File: src/aes_defs.svh
`ifndef AES_DEFS_SVH
`define AES_DEFS_SVH

// AES-128 only.
`define AES_NR 10

// block, key and round key width.
`define AES_BLOCK_W 128

// round constant used for round 1, doubled in GF(2^8) after every round.
`define AES_RCON_INIT 8'h01

`endif

File: src/aes_pkg.sv
`include "aes_defs.svh"

package aes_pkg;

        typedef logic [7:0] byte_t;
        typedef logic [31:0] word_t;
        typedef logic [`AES_BLOCK_W-1:0] block_t;     // byte 0 in the top bits.
        typedef logic [$clog2(`AES_NR+1)-1:0] round_t;

        typedef struct packed {
                logic load;     // take key and plaintext.
                logic step;     // one round.
                logic last;     // final round, no MixColumns.
        } aes_ctrl_t;

        typedef enum logic {
                IDLE,
                RUN
        } ctrl_state_t;

        // multiply by x modulo x^8 + x^4 + x^3 + x + 1.
        function automatic byte_t xtime(input byte_t b);
                byte_t shifted;
                shifted = {b[6:0], 1'b0};
                return b[7] ? (shifted ^ 8'h1b) : shifted;
        endfunction

endpackage

File: src/aes_sbox.sv
module aes_sbox
        import aes_pkg::*;
(
        input  byte_t in,
        output byte_t out
);

        byte_t inv;

        function automatic byte_t gf_mul(input byte_t a, input byte_t b);
                byte_t acc;
                byte_t x;
                acc = 8'h00;
                x = a;
                for (int i = 0; i < 8; i++)
                begin
                        if (b[i])
                                acc = acc ^ x;
                        x = xtime(x);
                end
                return acc;
        endfunction

        // a^254 is the inverse, and zero maps to zero.
        function automatic byte_t gf_inv(input byte_t a);
                byte_t sq;
                byte_t acc;
                sq = a;
                acc = 8'h01;
                for (int i = 1; i < 8; i++)
                begin
                        sq = gf_mul(sq, sq);    // a^(2^i).
                        acc = gf_mul(acc, sq);
                end
                return acc;
        endfunction

        assign inv = gf_inv(in);

        // affine map as xor of left rotations.
        assign out = inv ^ {inv[6:0], inv[7]} ^ {inv[5:0], inv[7:6]}
                     ^ {inv[4:0], inv[7:5]} ^ {inv[3:0], inv[7:4]} ^ 8'h63;

endmodule

File: src/key_expansion.sv
`include "aes_defs.svh"

module key_expansion
        import aes_pkg::*;
(
        input  logic      clk,
        input  logic      arst_n,
        input  aes_ctrl_t ctrl,
        input  block_t    key,
        output block_t    round_key
);

        block_t rk_q;
        byte_t  rcon_q;
        word_t  w0;
        word_t  w1;
        word_t  w2;
        word_t  w3;
        word_t  rot_word;
        word_t  sub_word;
        word_t  temp;
        word_t  n0;
        word_t  n1;
        word_t  n2;
        word_t  n3;

        assign {w0, w1, w2, w3} = rk_q;

        assign rot_word = {w3[23:0], w3[31:24]};        // RotWord.

        for (genvar i = 0; i < 4; i++)
        begin : g_sub_word
                aes_sbox u_sbox (
                        .in  (rot_word[8*i +: 8]),
                        .out (sub_word[8*i +: 8])
                );
        end

        assign temp = sub_word ^ {rcon_q, 24'h000000};

        // Nk = 4, so only word 0 of each round sees the sbox.
        assign n0 = w0 ^ temp;
        assign n1 = w1 ^ n0;
        assign n2 = w2 ^ n1;
        assign n3 = w3 ^ n2;

        assign round_key = {n0, n1, n2, n3};

        always_ff @(posedge clk or negedge arst_n)
        begin
                if (!arst_n)
                begin
                        rk_q   <= '0;
                        rcon_q <= `AES_RCON_INIT;
                end
                else if (ctrl.load)
                begin
                        rk_q   <= key;
                        rcon_q <= `AES_RCON_INIT;
                end
                else if (ctrl.step)
                begin
                        rk_q   <= round_key;
                        rcon_q <= xtime(rcon_q);        // 80 wraps to 1b.
                end
        end

        a_load_step_excl : assert property (@(posedge clk) disable iff (!arst_n)
                !(ctrl.load && ctrl.step));

endmodule

File: config.mk
export PLATFORM = sky130hd
export DESIGN_NAME = key_expansion
export DESIGN_NICKNAME = d
export VERILOG_FILES = /design/src/aes_pkg.sv /design/src/aes_sbox.sv /design/src/key_expansion.sv
export VERILOG_INCLUDE_DIRS = /design/src /design/src/src
export SDC_FILE = /design/constraint.sdc
export NUM_CORES = 2
export LEC_CHECK = 0
export BUFFER_PORTS_ARGS = -buffer_cell sky130_fd_sc_hd__buf_2
export CAP_MARGIN = 20
export CORE_UTILIZATION = 30
export CTS_CLUSTER_SIZE = 24
export DETAILED_ROUTE_END_ITERATION = 12
export SLEW_MARGIN = 20
export SYNTH_ARGS = -nofsm -noshare
export SYNTH_HDL_FRONTEND = slang
export SYNTH_HIERARCHICAL = 1
export SYNTH_SLANG_ARGS = --single-unit
export TNS_END_PERCENT = 5
File: constraint.sdc
create_clock -name clk -period 24.8 [get_ports clk]
set_input_delay 3.72 -clock clk [delete_from_list [all_inputs] [get_ports clk]]
set_output_delay 3.72 -clock clk [all_outputs]
set_load 0.03 [all_outputs]
==> results.sh <==
export IMPL_status="completed"
export IMPL_first_pass_iters=6
export IMPL_layout_drive_gt1_share_pct=14.0
export IMPL_met1_usage_pct=22.9
export IMPL_tightest_slew_ns=1.16
export IMPL_synth_warnings=6
export IMPL_holdCritStartpoint="rcon_q[0]"
export IMPL_drc_errors=0
export IMPL_grt_busiest_layer="met2"
export IMPL_critPathCaptureType="output port"
export IMPL_clkTransAtPathRegs_ns=0.09
export IMPL_rsz0062_at_grt="false"
export IMPL_yosys_register_bits=136
export IMPL_hold_depth=2
export IMPL_synthFlopType="dfrtp_1"
export IMPL_htreeDepth=4
export IMPL_grt_max_degree=101
export IMPL_setup_viol=0
export IMPL_cts_sinks=136
export IMPL_crit_arrival_ns=20.16
export IMPL_initial_core_util_pct=30.3
export IMPL_holdPathEnd="rcon_q[0]"
export IMPL_synth_seq_area_share_pct=4.92
export IMPL_grt_use_met2_pct=30.4
export IMPL_min_period_ns=23.88
export IMPL_clk_latency_ns=0.54
export IMPL_clockBufferDepth=2
export IMPL_reg2reg_depth=51
export IMPL_ys_top_cells_by_area="xnor2_1, xnor3_1, xor2_1"
export IMPL_synth_cells=8669
export IMPL_fill_cells=23800
export IMPL_track_usage_pct=18.1
export IMPL_ys_types=115
export IMPL_skew_ns=0.0268
export IMPL_die_y_um=482
export IMPL_critPathRequiredTime_ns=21.08
export IMPL_fp_row_count=175
export IMPL_critical_path_class="flop to output port"
export IMPL_synth_edf_count=0
export IMPL_root_buffer="clkbuf_16"
export IMPL_grt_pass1_vias=60200
export IMPL_final_hold_violation_count=0
export IMPL_nNetsFinal=8780
export IMPL_met3_usage_pct=1.22
export IMPL_dpl_hpwl_mm=160
export IMPL_synthArstFlopShare_pct=100
export IMPL_mappedNetlistArea_sq_um=69200
export IMPL_wl_per_cell_um=18.6
export IMPL_crit_top_cell="xnor3_1"
export IMPL_grt_pass1_wl_mm=342
export IMPL_dieWidth_um=482
export IMPL_via_per_inst=5.39
export IMPL_fmax_mhz=41.9
export IMPL_cts_buffers=17
export IMPL_synth_fp_nets=8830
export IMPL_via_count=62800
export IMPL_drv_cap=0
export IMPL_io_pin_count=261
export IMPL_relSlewSlack_pct=22.1
export IMPL_min_period_over_period_pct=96.3
export IMPL_r2r_setup_slack_ns=5.14
export IMPL_wirelength_mm=217
export IMPL_critPathMaxStageDelay_ns=0.91
export IMPL_portBuffers=259
export IMPL_cp_start_kind="flop"
export IMPL_drt_iter0_drc=5411
export IMPL_cts_tree="done"
export IMPL_grt_overflow=0
export IMPL_worstPathMaxFanout=16
export IMPL_r2r_end="rk_q[16]"
export IMPL_ctsHoldBuffers=0
export IMPL_coreArea_sq_um=228000
export IMPL_synthToLayoutAreaGrowth_pct=7.84
export IMPL_final_max_slew_viol_count=0
export IMPL_post_route_util_pct=32.7
export IMPL_tns_ns=0
export IMPL_timing_rr_start="rk_q[14]"
export IMPL_dpl_instance_area_sq_um=73900
export IMPL_hold_path_class="flop to flop"
export IMPL_dieArea_sq_um=233000
export IMPL_slowest_stage="xnor3_1"
export IMPL_netlist_area_leader_share_pct=18.6
export IMPL_syn_area_per_cell_sq_um=7.99
export IMPL_antenna_found_initial=7
export IMPL_yosys_area_top_type="xnor2_1"
export IMPL_ant_nets=0
export IMPL_place_gp_congestion=0.889
export IMPL_final_area_sq_um=74700
cells in the mapped netlist (96+ instances only):
| cell type | instances |
|---|---|
| a31oi_1 | 104 |
| mux2i_1 | 237 |
| nand2_1 | 973 |
| xor2_1 | 484 |
| nor3_1 | 208 |
| xnor3_1 | 356 |
| a21oi_1 | 304 |
| xnor2_1 | 1467 |
| o21ai_0 | 344 |
| nand2b_1 | 96 |
| xnor2_2 | 176 |
| clkbuf_1 | 317 |
| o22ai_1 | 108 |
| dfrtp_1 | 135 |
| buf_2 | 121 |
| nand3_1 | 184 |
| nor2_1 | 1127 |
worst max-delay path by stage:
| stage | startpoint | slack (ns) | cells past startpoint | endpoint |
|---|---|---|---|---|
| 3_3_place_gp | rk_q[7] | 1.80 | 55 | round_key[8] |
| 3_5_place_dp | rk_q[7] | 1.44 | 55 | round_key[8] |
| 2_1_floorplan | rk_q[15] | 5.22 | 59 | round_key[17] |
| 6_report | rk_q[14] | 0.92 | 51 | round_key[16] |
| 5_1_grt | rk_q[6] | 0.01 | 53 | round_key[8] |
| 4_1_cts | rk_q[7] | 0.84 | 55 | round_key[8] |
layout by cell type, fill, tap and decap left out, types with 40 or more instances in the layout:
cell	n
buf_4	257
xnor2_1	1401
xor2_1	474
xnor2_2	241
or3_1	84
o31ai_1	48
mux2i_1	237
a31oi_1	104
dfrtp_1	134
a211oi_1	63
nor2_1	1121
nor2b_1	76
o211ai_1	44
buf_2	256
a22oi_1	68
xnor3_2	44
nand3_1	184
o21ai_0	344
o21a_1	40
xor2_2	57
and2_1	52
xor3_1	76
nand2b_1	96
a32oi_1	40
mux2_2	48
inv_1	88
o22ai_1	108
nand4_1	56
a21oi_1	304
nand2_1	973
nor4_1	48
o21ai_1	80
nor3_1	206
xnor2_4	45
xnor3_1	356
metrics by stage:
stage	hold slack, ns	std cells	setup slack, ns
final	0.587	11700	0.917
after global routing	0.617	11600	0.0148
after CTS	0.588	11600	0.839
after detailed placement	0.575	11600	1.44
after global placement	0.567	11600	1.80
after floorplan	0.551	8669	5.22
final cells by class:
class | count | area (sq um) | share of cell area, %
diodes | 10 | 25.0 | 0.0335
multi-input cells | 7823 | 63200 | 84.6
well taps | 3009 | 3760 | 5.04
flip-flops and latches | 136 | 3410 | 4.56
clock buffers | 17 | 425 | 0.570
repair buffers | 515 | 3240 | 4.33
clock inverters | 15 | 180 | 0.241
inverters | 126 | 477 | 0.638
cell families (layout without fill, tap and decap cells):
| group | after synthesis | after routing | synth area share, % |
|---|---|---|---|
| flops | 136 | 136 | 4.92 |
| compound gates | 1647 | 1647 | 16.2 |
| other cells | 0 | 10 | 0 |
| mux | 297 | 297 | 4.53 |
| buf+inv | 710 | 673 | 4.77 |
| fa+ha+maj | 32 | 32 | 0.564 |
| simple gates | 3120 | 3120 | 20.4 |
| xor+xnor | 2727 | 2727 | 48.6 |
timing repair:
item	4_1_cts	5_1_grt
endpoints found under the setup margin	0	21
buffers inserted	0	0
resized for setup	0	6
worst max-delay path: cells and delay by family (launching register included):
family | cells | cell delay [ns]
mux | 2 | 0.50
fa+ha+maj | 2 | 0.86
flops | 1 | 0.76
xor+xnor | 31 | 13.54
buf+inv | 3 | 0.71
simple gates | 8 | 1.90
compound gates | 5 | 1.32
per-layer routing:
layer / up-vias / part of all wire [%]
met4: 0 / 6.0
li1: 29900 / -
met1: 30400 / 41
met2: 2207 / 47
met3: 343 / 5.4
met5: - / 0
flip-flops by register name, indices dropped and copies added, names as in the netlist:
name	count
rk_q	128
rcon_q	8
Power is not shown: default switching activity piles up to over one toggle a cycle in this logic, so the estimate is an artifact.
