<file path="src/aes_defs.svh">
`ifndef AES_DEFS_SVH
`define AES_DEFS_SVH

// AES-128 only.
`define AES_NR 10

// block, key and round key width.
`define AES_BLOCK_W 128

// round constant used for round 1, doubled in GF(2^8) after every round.
`define AES_RCON_INIT 8'h01

`endif

</file>
<file path="src/aes_pkg.sv">
`include "aes_defs.svh"

package aes_pkg;

        typedef logic [7:0] byte_t;
        typedef logic [31:0] word_t;
        typedef logic [`AES_BLOCK_W-1:0] block_t;     // byte 0 in the top bits.
        typedef logic [$clog2(`AES_NR+1)-1:0] round_t;

        typedef struct packed {
                logic load;     // take key and plaintext.
                logic step;     // one round.
                logic last;     // final round, no MixColumns.
        } aes_ctrl_t;

        typedef enum logic {
                IDLE,
                RUN
        } ctrl_state_t;

        // multiply by x modulo x^8 + x^4 + x^3 + x + 1.
        function automatic byte_t xtime(input byte_t b);
                byte_t shifted;
                shifted = {b[6:0], 1'b0};
                return b[7] ? (shifted ^ 8'h1b) : shifted;
        endfunction

endpackage

</file>
<file path="src/aes_control.sv">
`include "aes_defs.svh"

module aes_control
        import aes_pkg::*;
(
        input  logic      clk,
        input  logic      arst_n,
        input  logic      start,
        output aes_ctrl_t ctrl,
        output logic      busy,
        output logic      done
);

        ctrl_state_t state_q;
        round_t      round_q;
        logic        done_q;
        logic        final_round;

        assign final_round = (state_q == RUN) && (round_q == round_t'(`AES_NR));

        assign ctrl.load = (state_q == IDLE) && start;  // start ignored in RUN.
        assign ctrl.step = (state_q == RUN);
        assign ctrl.last = final_round;

        always_ff @(posedge clk or negedge arst_n)
        begin
                if (!arst_n)
                begin
                        state_q <= IDLE;
                        round_q <= '0;
                        done_q  <= 1'b0;
                end
                else
                begin
                        done_q <= final_round;
                        case (state_q)
                        IDLE:
                        begin
                                if (start)
                                begin
                                        state_q <= RUN;
                                        round_q <= round_t'(1);
                                end
                        end
                        RUN:
                        begin
                                if (final_round)
                                begin
                                        state_q <= IDLE;
                                        round_q <= '0;
                                end
                                else
                                        round_q <= round_q + round_t'(1);
                        end
                        default:
                                state_q <= IDLE;
                        endcase
                end
        end

        assign busy = (state_q == RUN);
        assign done = done_q;

        a_round_range : assert property (@(posedge clk) disable iff (!arst_n)
                round_q <= round_t'(`AES_NR));

        a_done_not_busy : assert property (@(posedge clk) disable iff (!arst_n)
                !(done && busy));

endmodule

</file>
<file path="config.mk">
export PLATFORM = sky130hd
export DESIGN_NAME = aes_control
export DESIGN_NICKNAME = d
export VERILOG_FILES = /design/src/aes_pkg.sv /design/src/aes_control.sv
export VERILOG_INCLUDE_DIRS = /design/src /design/src/src
export SDC_FILE = /design/constraint.sdc
export NUM_CORES = 1
export LEC_CHECK = 0
export BUFFER_PORTS_ARGS = -buffer_cell sky130_fd_sc_hd__buf_4
export CORE_AREA = 3 3 40 42
export DETAILED_ROUTE_END_ITERATION = 8
export DIE_AREA = 0 0 43 45
export PLACE_DENSITY_LB_ADDON = 0.15
export SETUP_SLACK_MARGIN = 0.02
export SKIP_LAST_GASP = 1
export SLEW_MARGIN = 20
export SYNTH_ARGS = -nofsm -noshare
export SYNTH_HDL_FRONTEND = slang
export SYNTH_SLANG_ARGS = --single-unit
</file>
<file path="constraint.sdc">
create_clock -name clk -period 1.2 [get_ports clk]
set_input_delay 0.06 -clock clk [delete_from_list [all_inputs] [get_ports clk]]
set_output_delay 0.06 -clock clk [all_outputs]
set_load 0.005 [all_outputs]
</file>
==> reports/metrics.yaml, run 1 <==
worst_setup_path:
  crit_slowest_cell: "dfrtp_1"
  slowest_delay_ns: 0.40
  r2r-end: "round_q[0]$_DFFE_PN0P_"
  r2r_slack_ns: -0.03
  end_kind: "output port"
  crit_type: "flip-flop to output port"
  startpoint_type: "flip-flop"
  critPathTopFamily: "flip-flops"
  critPathRequiredTime_ns: 1.14
  crit_chain: "ha_4 -> and3b_2 -> and2_4 -> buf_6"
  critPathMaxFanout: 2
  crit_arrival_ns: 1.27
  crit_buf_inv: 1
  reg2reg_from: "round_q[1]$_DFFE_PN0P_"
  reg2reg_depth: 5
route:
  route.detailed.drc: 0
  wl_per_cell_um: 11.6
  viasPerCell: 4.38
  final_antenna_net_count: 0
  dr_total_vias: 267
  drt_iter0_drc: 3
  first_pass_iters: 4
  finalWirelength_um: 708
clocking:
  cts_tree: "yes"
  numClockSinks: 6
  insertion_delay_ns: 0.24
  clk_path_buf_depth: 2
  cts_made_buffers: 3
  cts_htree_levels: 1
  path_clk_slew_ns: 0.05
  cts-root-buf: "clkbuf_4"
timing:
  postLayoutSetupSlackWorst_ns: -0.128
  finClkSkew_ns: 0.00439
  period_share_pct: 111
  fmax_mhz: 753
  worst_pin_slew_ns: 0.317
  period_needed_ns: 1.33
  slew_violations: 0
  relSlewSlack_pct: 78.6
  setup_viol: 2
  rsz0062_at_grt: "yes"
  setup_tns_ns: -0.159
  hold_viol_final: 0
floorplanning:
  initial_core_util_pct: 24.1
  die_h_um: 45
  die_area_um2: 1940
  rows: 13
  ioPinCount: 8
  die_w_um: 43
  coreArea_um2: 1280
global_routing:
  grt_max_degree: 9
  grt_pass1_wl_um: 1090
  antenna_found_initial: 0
  grtUsageTotal_pct: 8.47
  grt_pass1_vias: 263
  grt_overflow_total: 0
yosys:
  yosys_most_used_dff: "dfrtp_1"
  synth.top_cell.area_share_pct: 48.4
  synth_edf_count: 0
  ys_ff_latch: 6
  synth.most_common_cell: "dfrtp_1"
  ys_seq_area_share_pct: 48.4
  synth_cells: 30
  ys_warn_count: 0
  ys_types: 18
  synth.area.top_cells: "dfrtp_1 48%, ha_1 8.1%, buf_4 4.8%"
  async_reset_ff_share_pct: 100
  syn-num-nets: 35
  yosys.area.top_type: "dfrtp_1"
  synth_common_cells: "6 x dfrtp_1, 3 x inv_1, 3 x nand2_1"
  synth_area_um2: 310
  avgSynthCellArea_um2: 10.3
final_layout:
  fin_cells: 61
  design_area_um2: 489
  fillCellCount: 130
  nets: 53
  drive_gt1_share_pct: 54.3
  syn_to_final_growth_pct: 57.7
  insertedDiodeCount: 0
placement:
  placed_cell_area_um2: 397
  gp_congestion: 0.709
  port_buffers: 7
  dp_cells: 54
outcome:
  status: "complete, but fails checks"
  violations: "negative setup slack"
pwr:
  p_per_area_nw_per_um2: 2320
  totalPowerFinal_mw: 1.13
  leakage_nw: 0.228
  max-vdd-ir-drop_mv: 0.824
worst_hold_path:
  min_path_type: "primary input to async pin"
run:
  maxCapViolCount: 0
-- what timing repair did --
item	4_1_cts	5_1_grt
setup buffers	3	1
hold endpoints to repair	6	0
pin swaps	2	3
resized for setup	4	6
hold buffers	1	0
setup endpoints to repair	1	7
-- sequential cells by signal (all words and copies together) (netlist names) --
signal,cells
done,1
busy,1
round_q,4
-- metrics by stage --
| step | util, % | worst slack [ns] | hold slack, ns |
|---|---|---|---|
| finish | 38.1 | -0.128 | 0.158 |
| global route | 38.1 | -0.177 | 0.152 |
| CTS | 35.7 | -0.144 | 0.149 |
| detailed placement | 30.9 | 0.0254 | -0.127 |
| global placement | 30.9 | 0.0313 | -0.126 |
| floorplan | - | 0.0277 | -0.236 |
-- worst max-delay path by stage --
stage / end / from / cells past startpoint
5_1_grt: ctrl[0] / round_q[1]$_DFFE_PN0P_ / 4
6_report: ctrl[0] / round_q[1]$_DFFE_PN0P_ / 4
4_1_cts: ctrl[0] / round_q[1]$_DFFE_PN0P_ / 4
3_5_place_dp: ctrl[0] / round_q[0]$_DFFE_PN0P_ / 5
2_1_floorplan: ctrl[0] / round_q[0]$_DFFE_PN0P_ / 5
3_3_place_gp: ctrl[0] / round_q[0]$_DFFE_PN0P_ / 5
-- worst register-to-register path, cell delays in order (launching register included) --
cell and delay, ns:
dfrtp_1 0.40, ha_4 0.17, and3b_2 0.20, buf_4 0.14
o21a_1 0.17, a21oi_2 0.09
-- power breakdown --
part	switching (mW)	leakage [nW]	internal, mW
Clock	0.0727	0.0138	0.113
Combinational	0.235	0.143	0.336
Sequential	0.0887	0.0713	0.288
Total	0.397	0.228	0.737
-- cell type report --
type	count	area, µm²	area share [%]
multi-input combinational	19	168	34.3
clock buffer	3	22.5	4.60
tap	15	18.8	3.84
sequential	6	150	30.7
inverter	3	11.3	2.30
timing repair buffer	15	119	24.3
-- cell usage in the layout, fill, tap and decap left out --
master,count
inv_1,2
ha_4,2
o21a_1,1
buf_4,13
dlygate4sd3_1,1
nor2_1,1
o2111ai_1,1
nor2b_1,1
o311ai_0,1
inv_2,1
buf_6,1
nor2_2,1
dfrtp_1,6
clkbuf_4,3
mux2i_1,1
and3b_2,1
o21ai_1,1
nand2_1,3
o31ai_2,1
and2_4,1
a21oi_1,1
nand3_1,1
a21oi_2,1
-- metal layers --
layer | GRT usage [%] | up-vias | routed length (µm)
li1 | - | 134 | -
met3 | 3.59 | 2 | 42
met1 | 9.34 | 125 | 298
met5 | 0 | - | 0
met4 | 9.04 | 0 | 5
met2 | 11.7 | 6 | 362
-- cell families after synthesis --
family	synth area share, %
simple gates	15.3
compound gates	16.5
flops	48.4
buf+inv	8.47
fa+ha+maj	8.06
mux	3.23
Note: power is estimated with default switching activity, not from simulation.
==> run 2: changes to the inputs <==
--- a/config.mk
+++ b/config.mk
@@ -6,6 +6,7 @@
 export SDC_FILE = /design/constraint.sdc
 export NUM_CORES = 1
 export LEC_CHECK = 0
+export ABC_AREA = 1
 export BUFFER_PORTS_ARGS = -buffer_cell sky130_fd_sc_hd__buf_4
 export CORE_AREA = 3 3 40 42
 export DETAILED_ROUTE_END_ITERATION = 8
==> reports/metrics.yaml, run 2 <==
timing:
  setup_viol: 1
  setup_tns_ns: -0.00114
  fmax_mhz: 833
  finClkSkew_ns: 0.00138
  hold_viol_final: 0
  rsz0062_at_grt: "yes"
  slew_violations: 0
  worst_pin_slew_ns: 0.285
  period_share_pct: 100
  relSlewSlack_pct: 80.9
  period_needed_ns: 1.20
  postLayoutSetupSlackWorst_ns: -0.00114
yosys:
  synth.area.top_cells: "dfrtp_1 48%, nand2_1 8.5%, ha_1 8.1%"
  ys_ff_latch: 6
  synth.top_cell.area_share_pct: 48.4
  synth_common_cells: "7 x nand2_1, 6 x dfrtp_1, 5 x inv_1"
  synth.most_common_cell: "nand2_1"
  syn-num-nets: 41
  async_reset_ff_share_pct: 100
  synth_edf_count: 0
  ys_types: 14
  synth_cells: 36
  synth_area_um2: 310
  ys_seq_area_share_pct: 48.4
  avgSynthCellArea_um2: 8.62
  yosys_most_used_dff: "dfrtp_1"
  ys_warn_count: 0
  yosys.area.top_type: "dfrtp_1"
floorplanning:
  coreArea_um2: 1280
  die_h_um: 45
  die_area_um2: 1940
  initial_core_util_pct: 24.1
  die_w_um: 43
  rows: 13
  ioPinCount: 8
clocking:
  cts_htree_levels: 1
  cts-root-buf: "clkbuf_4"
  path_clk_slew_ns: 0.04
  cts_made_buffers: 3
  clk_path_buf_depth: 2
  cts_tree: "yes"
  insertion_delay_ns: 0.24
  numClockSinks: 6
pwr:
  pwr-share-comb_pct: 44.0
  seq_power_share_pct: 38.4
  p_per_area_nw_per_um2: 2280
  leakage_nw: 0.228
  p_clk_share_pct: 17.6
  totalPowerFinal_mw: 1.04
  swShare_pct: 38.0
  p_sw_mw: 0.395
  max-vdd-ir-drop_mv: 0.971
  p_int_mw: 0.644
final_layout:
  syn_to_final_growth_pct: 46.8
  layout_commonest_cell: "buf_4"
  nets: 56
  fillCellCount: 143
  largest_register: "round_q"
  largest_register_ffs: 4
  most-common-layout-cells: "10 x buf_4, 7 x nand2_1, 6 x dfrtp_1"
  insertedDiodeCount: 0
  drive_gt1_share_pct: 38.8
route:
  final_antenna_net_count: 0
  route.detailed.drc: 0
  dr_total_vias: 274
  drt_iter0_drc: 2
  viasPerCell: 4.28
  first_pass_iters: 4
  wl_per_cell_um: 10.3
  finalWirelength_um: 660
worst_hold_path:
  worstHoldStart: "start"
  min_path_cells: 3
  holdPathEnd: "round_q[0]$_DFFE_PN0P_"
  min_path_type: "primary input to flip-flop"
worst_setup_path:
  crit_arrival_ns: 1.14
  critPathRequiredTime_ns: 1.14
  r2r_slack_ns: 0.04
  crit_slowest_cell: "dfrtp_1"
  critPathMaxFanout: 2
  r2r-end: "busy$_DFF_PN0_"
  slowest_delay_ns: 0.38
  end_kind: "output port"
  crit_chain: "inv_1 -> ha_2 -> nand3_4 -> nor2_4 -> buf_6"
  startpoint_type: "flip-flop"
  crit_type: "flip-flop to output port"
  reg2reg_depth: 7
  reg2reg_from: "round_q[0]$_DFFE_PN0P_"
global_routing:
  grtUsageTotal_pct: 9.70
  grt_pass1_wl_um: 1240
  grt_overflow_total: 0
  antenna_found_initial: 0
  grt_pass1_vias: 259
  grt_max_degree: 7
placement:
  hpwl_um: 455
  pre_cts_slack_ns: 0.0747
  gp_congestion: 0.727
  port_buffers: 7
run:
  maxCapViolCount: 0
outcome:
  violations: "negative setup slack"
  status: "complete, but fails checks"
-- run 2: cell count changes in the layout (fill, tap and decap cells not counted), sizes merged, moves of 2 or more --
| cell | before | now |
|---|---|---|
| nand2 | 3 | 8 |
| buf | 14 | 11 |
| inv | 3 | 6 |
| o21ai | 1 | 4 |
| a21oi | 2 | 0 |
| nor2 | 2 | 4 |
-- run 2: area by class of cell --
| cell class | instances | area (µm²) | area share [%] |
|---|---|---|---|
| multi-input cells | 22 | 145 | 31.9 |
| well taps | 15 | 18.8 | 4.12 |
| inverters | 6 | 22.5 | 4.95 |
| clock buffers | 3 | 22.5 | 4.95 |
| flip-flops and latches | 6 | 150 | 33.0 |
| repair buffers | 12 | 96.3 | 21.2 |
-- run 2: logic make-up after synthesis --
logic type / Yosys count / synth area share [%]
XOR/XNOR: 1 / 2.82
buffers and inverters: 8 / 12.1
adder cells (fa/ha/maj): 2 / 8.06
flip-flops: 6 / 48.4
AO/OA/AOI/OAI: 4 / 6.45
AND/OR/NAND/NOR: 15 / 22.2
-- run 2: worst max path at each step --
stage                                 from                     end  slack, ns  depth (start not counted)
floorplan           round_q[0]$_DFFE_PN0P_                 ctrl[0]       0.18                          5
global placement    round_q[0]$_DFFE_PN0P_  round_q[3]$_DFFE_PN0P_       0.10                          7
detailed placement  round_q[0]$_DFFE_PN0P_                 ctrl[0]       0.07                          5
CTS                 round_q[0]$_DFFE_PN0P_                 ctrl[0]      -0.04                          5
global route        round_q[0]$_DFFE_PN0P_                 ctrl[0]      -0.08                          5
finish              round_q[0]$_DFFE_PN0P_                 ctrl[0]     -0.001                          5
-- run 2: power by group through the flow --
| stage | registers, mW | clock network (mW) | logic, mW |
|---|---|---|---|
| 2_1_floorplan | 0.385 | 0 | 0.255 |
| 3_3_place_gp | 0.402 | 0 | 0.340 |
| 3_5_place_dp | 0.405 | 0 | 0.349 |
| 4_1_cts | 0.393 | 0.192 | 0.456 |
| 5_1_grt | 0.419 | 0.221 | 0.541 |
| 6_report | 0.399 | 0.183 | 0.457 |
-- run 2: worst max-delay path, delay by kind of cell, from the launching register on --
family                     cells  cell delay (ns)
DFF                            1             0.38
buffers and inverters          2             0.16
adders and majority gates      1             0.19
and+or+nand+nor                2             0.17
-- run 2: stage by stage --
stage | cell area (µm²) | hold WS (ns) | util [%] | std cells
2_1_floorplan | 310 | -0.236 | - | 36
3_3_place_gp | 367 | -0.129 | 28.5 | 56
3_5_place_dp | 367 | -0.126 | 28.5 | 56
4_1_cts | 443 | 0.0813 | 34.5 | 63
5_1_grt | 455 | 0.109 | 35.4 | 64
6_report | 455 | 0.0806 | 35.4 | 64
-- run 2: routing by layer --
layer / GRT usage [%] / up-vias / wire (µm)
met1: 9.76 / 126 / 251
met3: 7.57 / 2 / 64
li1: - / 137 / -
met4: 5.42 / 0 / 9
met2: 14.4 / 9 / 335
met5: 0 / - / 0
-- run 2: timing repair --
action,4_1_cts,5_1_grt
endpoints found under the hold margin,6,0
pin swaps,2,1
setup endpoints to repair,1,6
setup buffers,3,1
resized for setup,5,1
hold buffers,1,0
==> run 3: changes to the inputs <==
==> constraint.sdc (replaced) <==
create_clock -name clk -period 1.2 [get_ports clk]
set_input_delay 0.12 -clock clk [delete_from_list [all_inputs] [get_ports clk]]
set_output_delay 0.12 -clock clk [all_outputs]
set_load 0.005 [all_outputs]
==> reports/metrics.yaml, run 3 (synthesized netlist as in run 2, its figures left out) <==
placement:
  gp_congestion: 0.702
  hpwl_um: 458
  port_buffers: 7
  dp_cells: 57
timing:
  period_needed_ns: 1.26
  hold_viol_final: 0
  finClkSkew_ns: 0.00170
  period_share_pct: 105
  hold_ws_ns: 0.146
  fmax_mhz: 794
  rsz0062_at_grt: "yes"
  relSlewSlack_pct: 81.8
  worst_pin_slew_ns: 0.272
  postLayoutSetupSlackWorst_ns: -0.0589
  setup_viol: 1
  slew_violations: 0
pwr:
  p_per_area_nw_per_um2: 2340
  leakage_nw: 0.227
  max-vdd-ir-drop_mv: 0.871
  totalPowerFinal_mw: 1.05
worst_setup_path:
  reg2reg_from: "round_q[0]$_DFFE_PN0P_"
  crit_chain: "inv_1 -> ha_2 -> nand3_4 -> nor2_4 -> buf_4"
  critPathTopFamily: "flip-flops"
  end_kind: "output port"
  crit_buf_inv: 2
  slowest_delay_ns: 0.37
  crit_arrival_ns: 1.14
  critPathMaxFanout: 2
  r2r_slack_ns: 0.07
  r2r-end: "busy$_DFF_PN0_"
  critPathRequiredTime_ns: 1.08
  reg2reg_depth: 7
  startpoint_type: "flip-flop"
  crit_type: "flip-flop to output port"
  crit_slowest_cell: "dfrtp_1"
floorplanning:
  die_h_um: 45
  ioPinCount: 8
  coreArea_um2: 1280
  rows: 13
  die_w_um: 43
  die_area_um2: 1940
  initial_core_util_pct: 24.1
worst_hold_path:
  min_path_type: "primary input to flip-flop"
  worstHoldStart: "start"
  holdPathEnd: "round_q[0]$_DFFE_PN0P_"
  min_path_cells: 3
final_layout:
  layout_commonest_cell: "buf_4"
  final_core_util_pct: 34.8
  most-common-layout-cells: "11 x buf_4, 7 x nand2_1, 6 x dfrtp_1"
  insertedDiodeCount: 0
  fin_cells: 64
  largest_register: "round_q"
  largest_register_ffs: 4
  nets: 56
  drive_gt1_share_pct: 38.8
  syn_to_final_growth_pct: 44.0
clocking:
  cts_made_buffers: 3
  clk_path_buf_depth: 2
  numClockSinks: 6
  cts-root-buf: "clkbuf_4"
  cts_htree_levels: 1
  insertion_delay_ns: 0.25
  cts_tree: "yes"
  path_clk_slew_ns: 0.05
route:
  drt_iter0_drc: 4
  wl_per_cell_um: 9.72
  dr_total_vias: 268
  route.detailed.drc: 0
  viasPerCell: 4.19
  first_pass_iters: 2
  finalWirelength_um: 622
  final_antenna_net_count: 0
global_routing:
  grtUsageTotal_pct: 8.61
  antenna_found_initial: 0
  grt_pass1_wl_um: 1120
  grt_max_degree: 7
  grt_pass1_vias: 251
  grt_overflow_total: 0
outcome:
  status: "complete, but fails checks"
  violations: "negative setup slack"
run:
  maxCapViolCount: 0
[run 3: cell counts in the layout (fill, tap and decap cells not counted)]
No cell type changed its count.
[run 3: cell type report]
cell class                 instances  area, µm²
clock buffer                       3       22.5
fill                             136        838
tap                               15       18.8
inverter                           6       22.5
sequential                         6        150
multi-input combinational         22        140
timing repair buffer              12       92.6
[run 3: worst max-delay path by stage]
| stage | to | depth (start not counted) | start |
|---|---|---|---|
| floorplan | ctrl[0] | 5 | round_q[0]$_DFFE_PN0P_ |
| global placement | ctrl[0] | 5 | round_q[0]$_DFFE_PN0P_ |
| detailed placement | ctrl[0] | 4 | round_q[1]$_DFFE_PN0P_ |
| CTS | ctrl[0] | 5 | round_q[0]$_DFFE_PN0P_ |
| global route | ctrl[0] | 5 | round_q[0]$_DFFE_PN0P_ |
| finish | ctrl[0] | 5 | round_q[0]$_DFFE_PN0P_ |
[run 3: metrics by stage]
stage / setup TNS, ns / cell area, µm² / setup WS [ns]
6_report: -0.0589 / 447 / -0.0589
5_1_grt: -0.140 / 447 / -0.134
4_1_cts: -0.0925 / 429 / -0.0925
3_5_place_dp: 0 / 374 / 0.0993
3_3_place_gp: 0 / 374 / 0.120
2_1_floorplan: 0 / 310 / 0.121
[run 3: metal layers]
metal	track usage, %	up-vias	wire length [µm]
met4	5.42	0	9
met5	0	-	0
li1	-	137	-
met3	5.98	2	48
met2	12.6	7	286
met1	9.02	122	277
[run 3: worst register-to-register path: stages (launching register included)]
cell and delay (ns):
dfrtp_1 0.37, inv_1 0.06, ha_2 0.19, nand3_4 0.08, nor2_4 0.09, buf_4 0.10
buf_4 0.09, nor2_1 0.03
[run 3: repair_timing]
item | in CTS | in global routing
gates resized for setup | 2 | 2
buffers inserted | 2 | 1
pin swaps | 2 | 1
endpoints found under the setup margin | 1 | 1
endpoints found under the hold margin | 6 | 0
hold buffers | 1 | 0
[run 3: where the power goes]
group / switching [mW] / internal (mW) / leakage, nW / total [mW]
Sequential: 0.0864 / 0.291 / 0.0715 / 0.378
Combinational: 0.229 / 0.243 / 0.142 / 0.471
Clock: 0.0840 / 0.114 / 0.0138 / 0.198
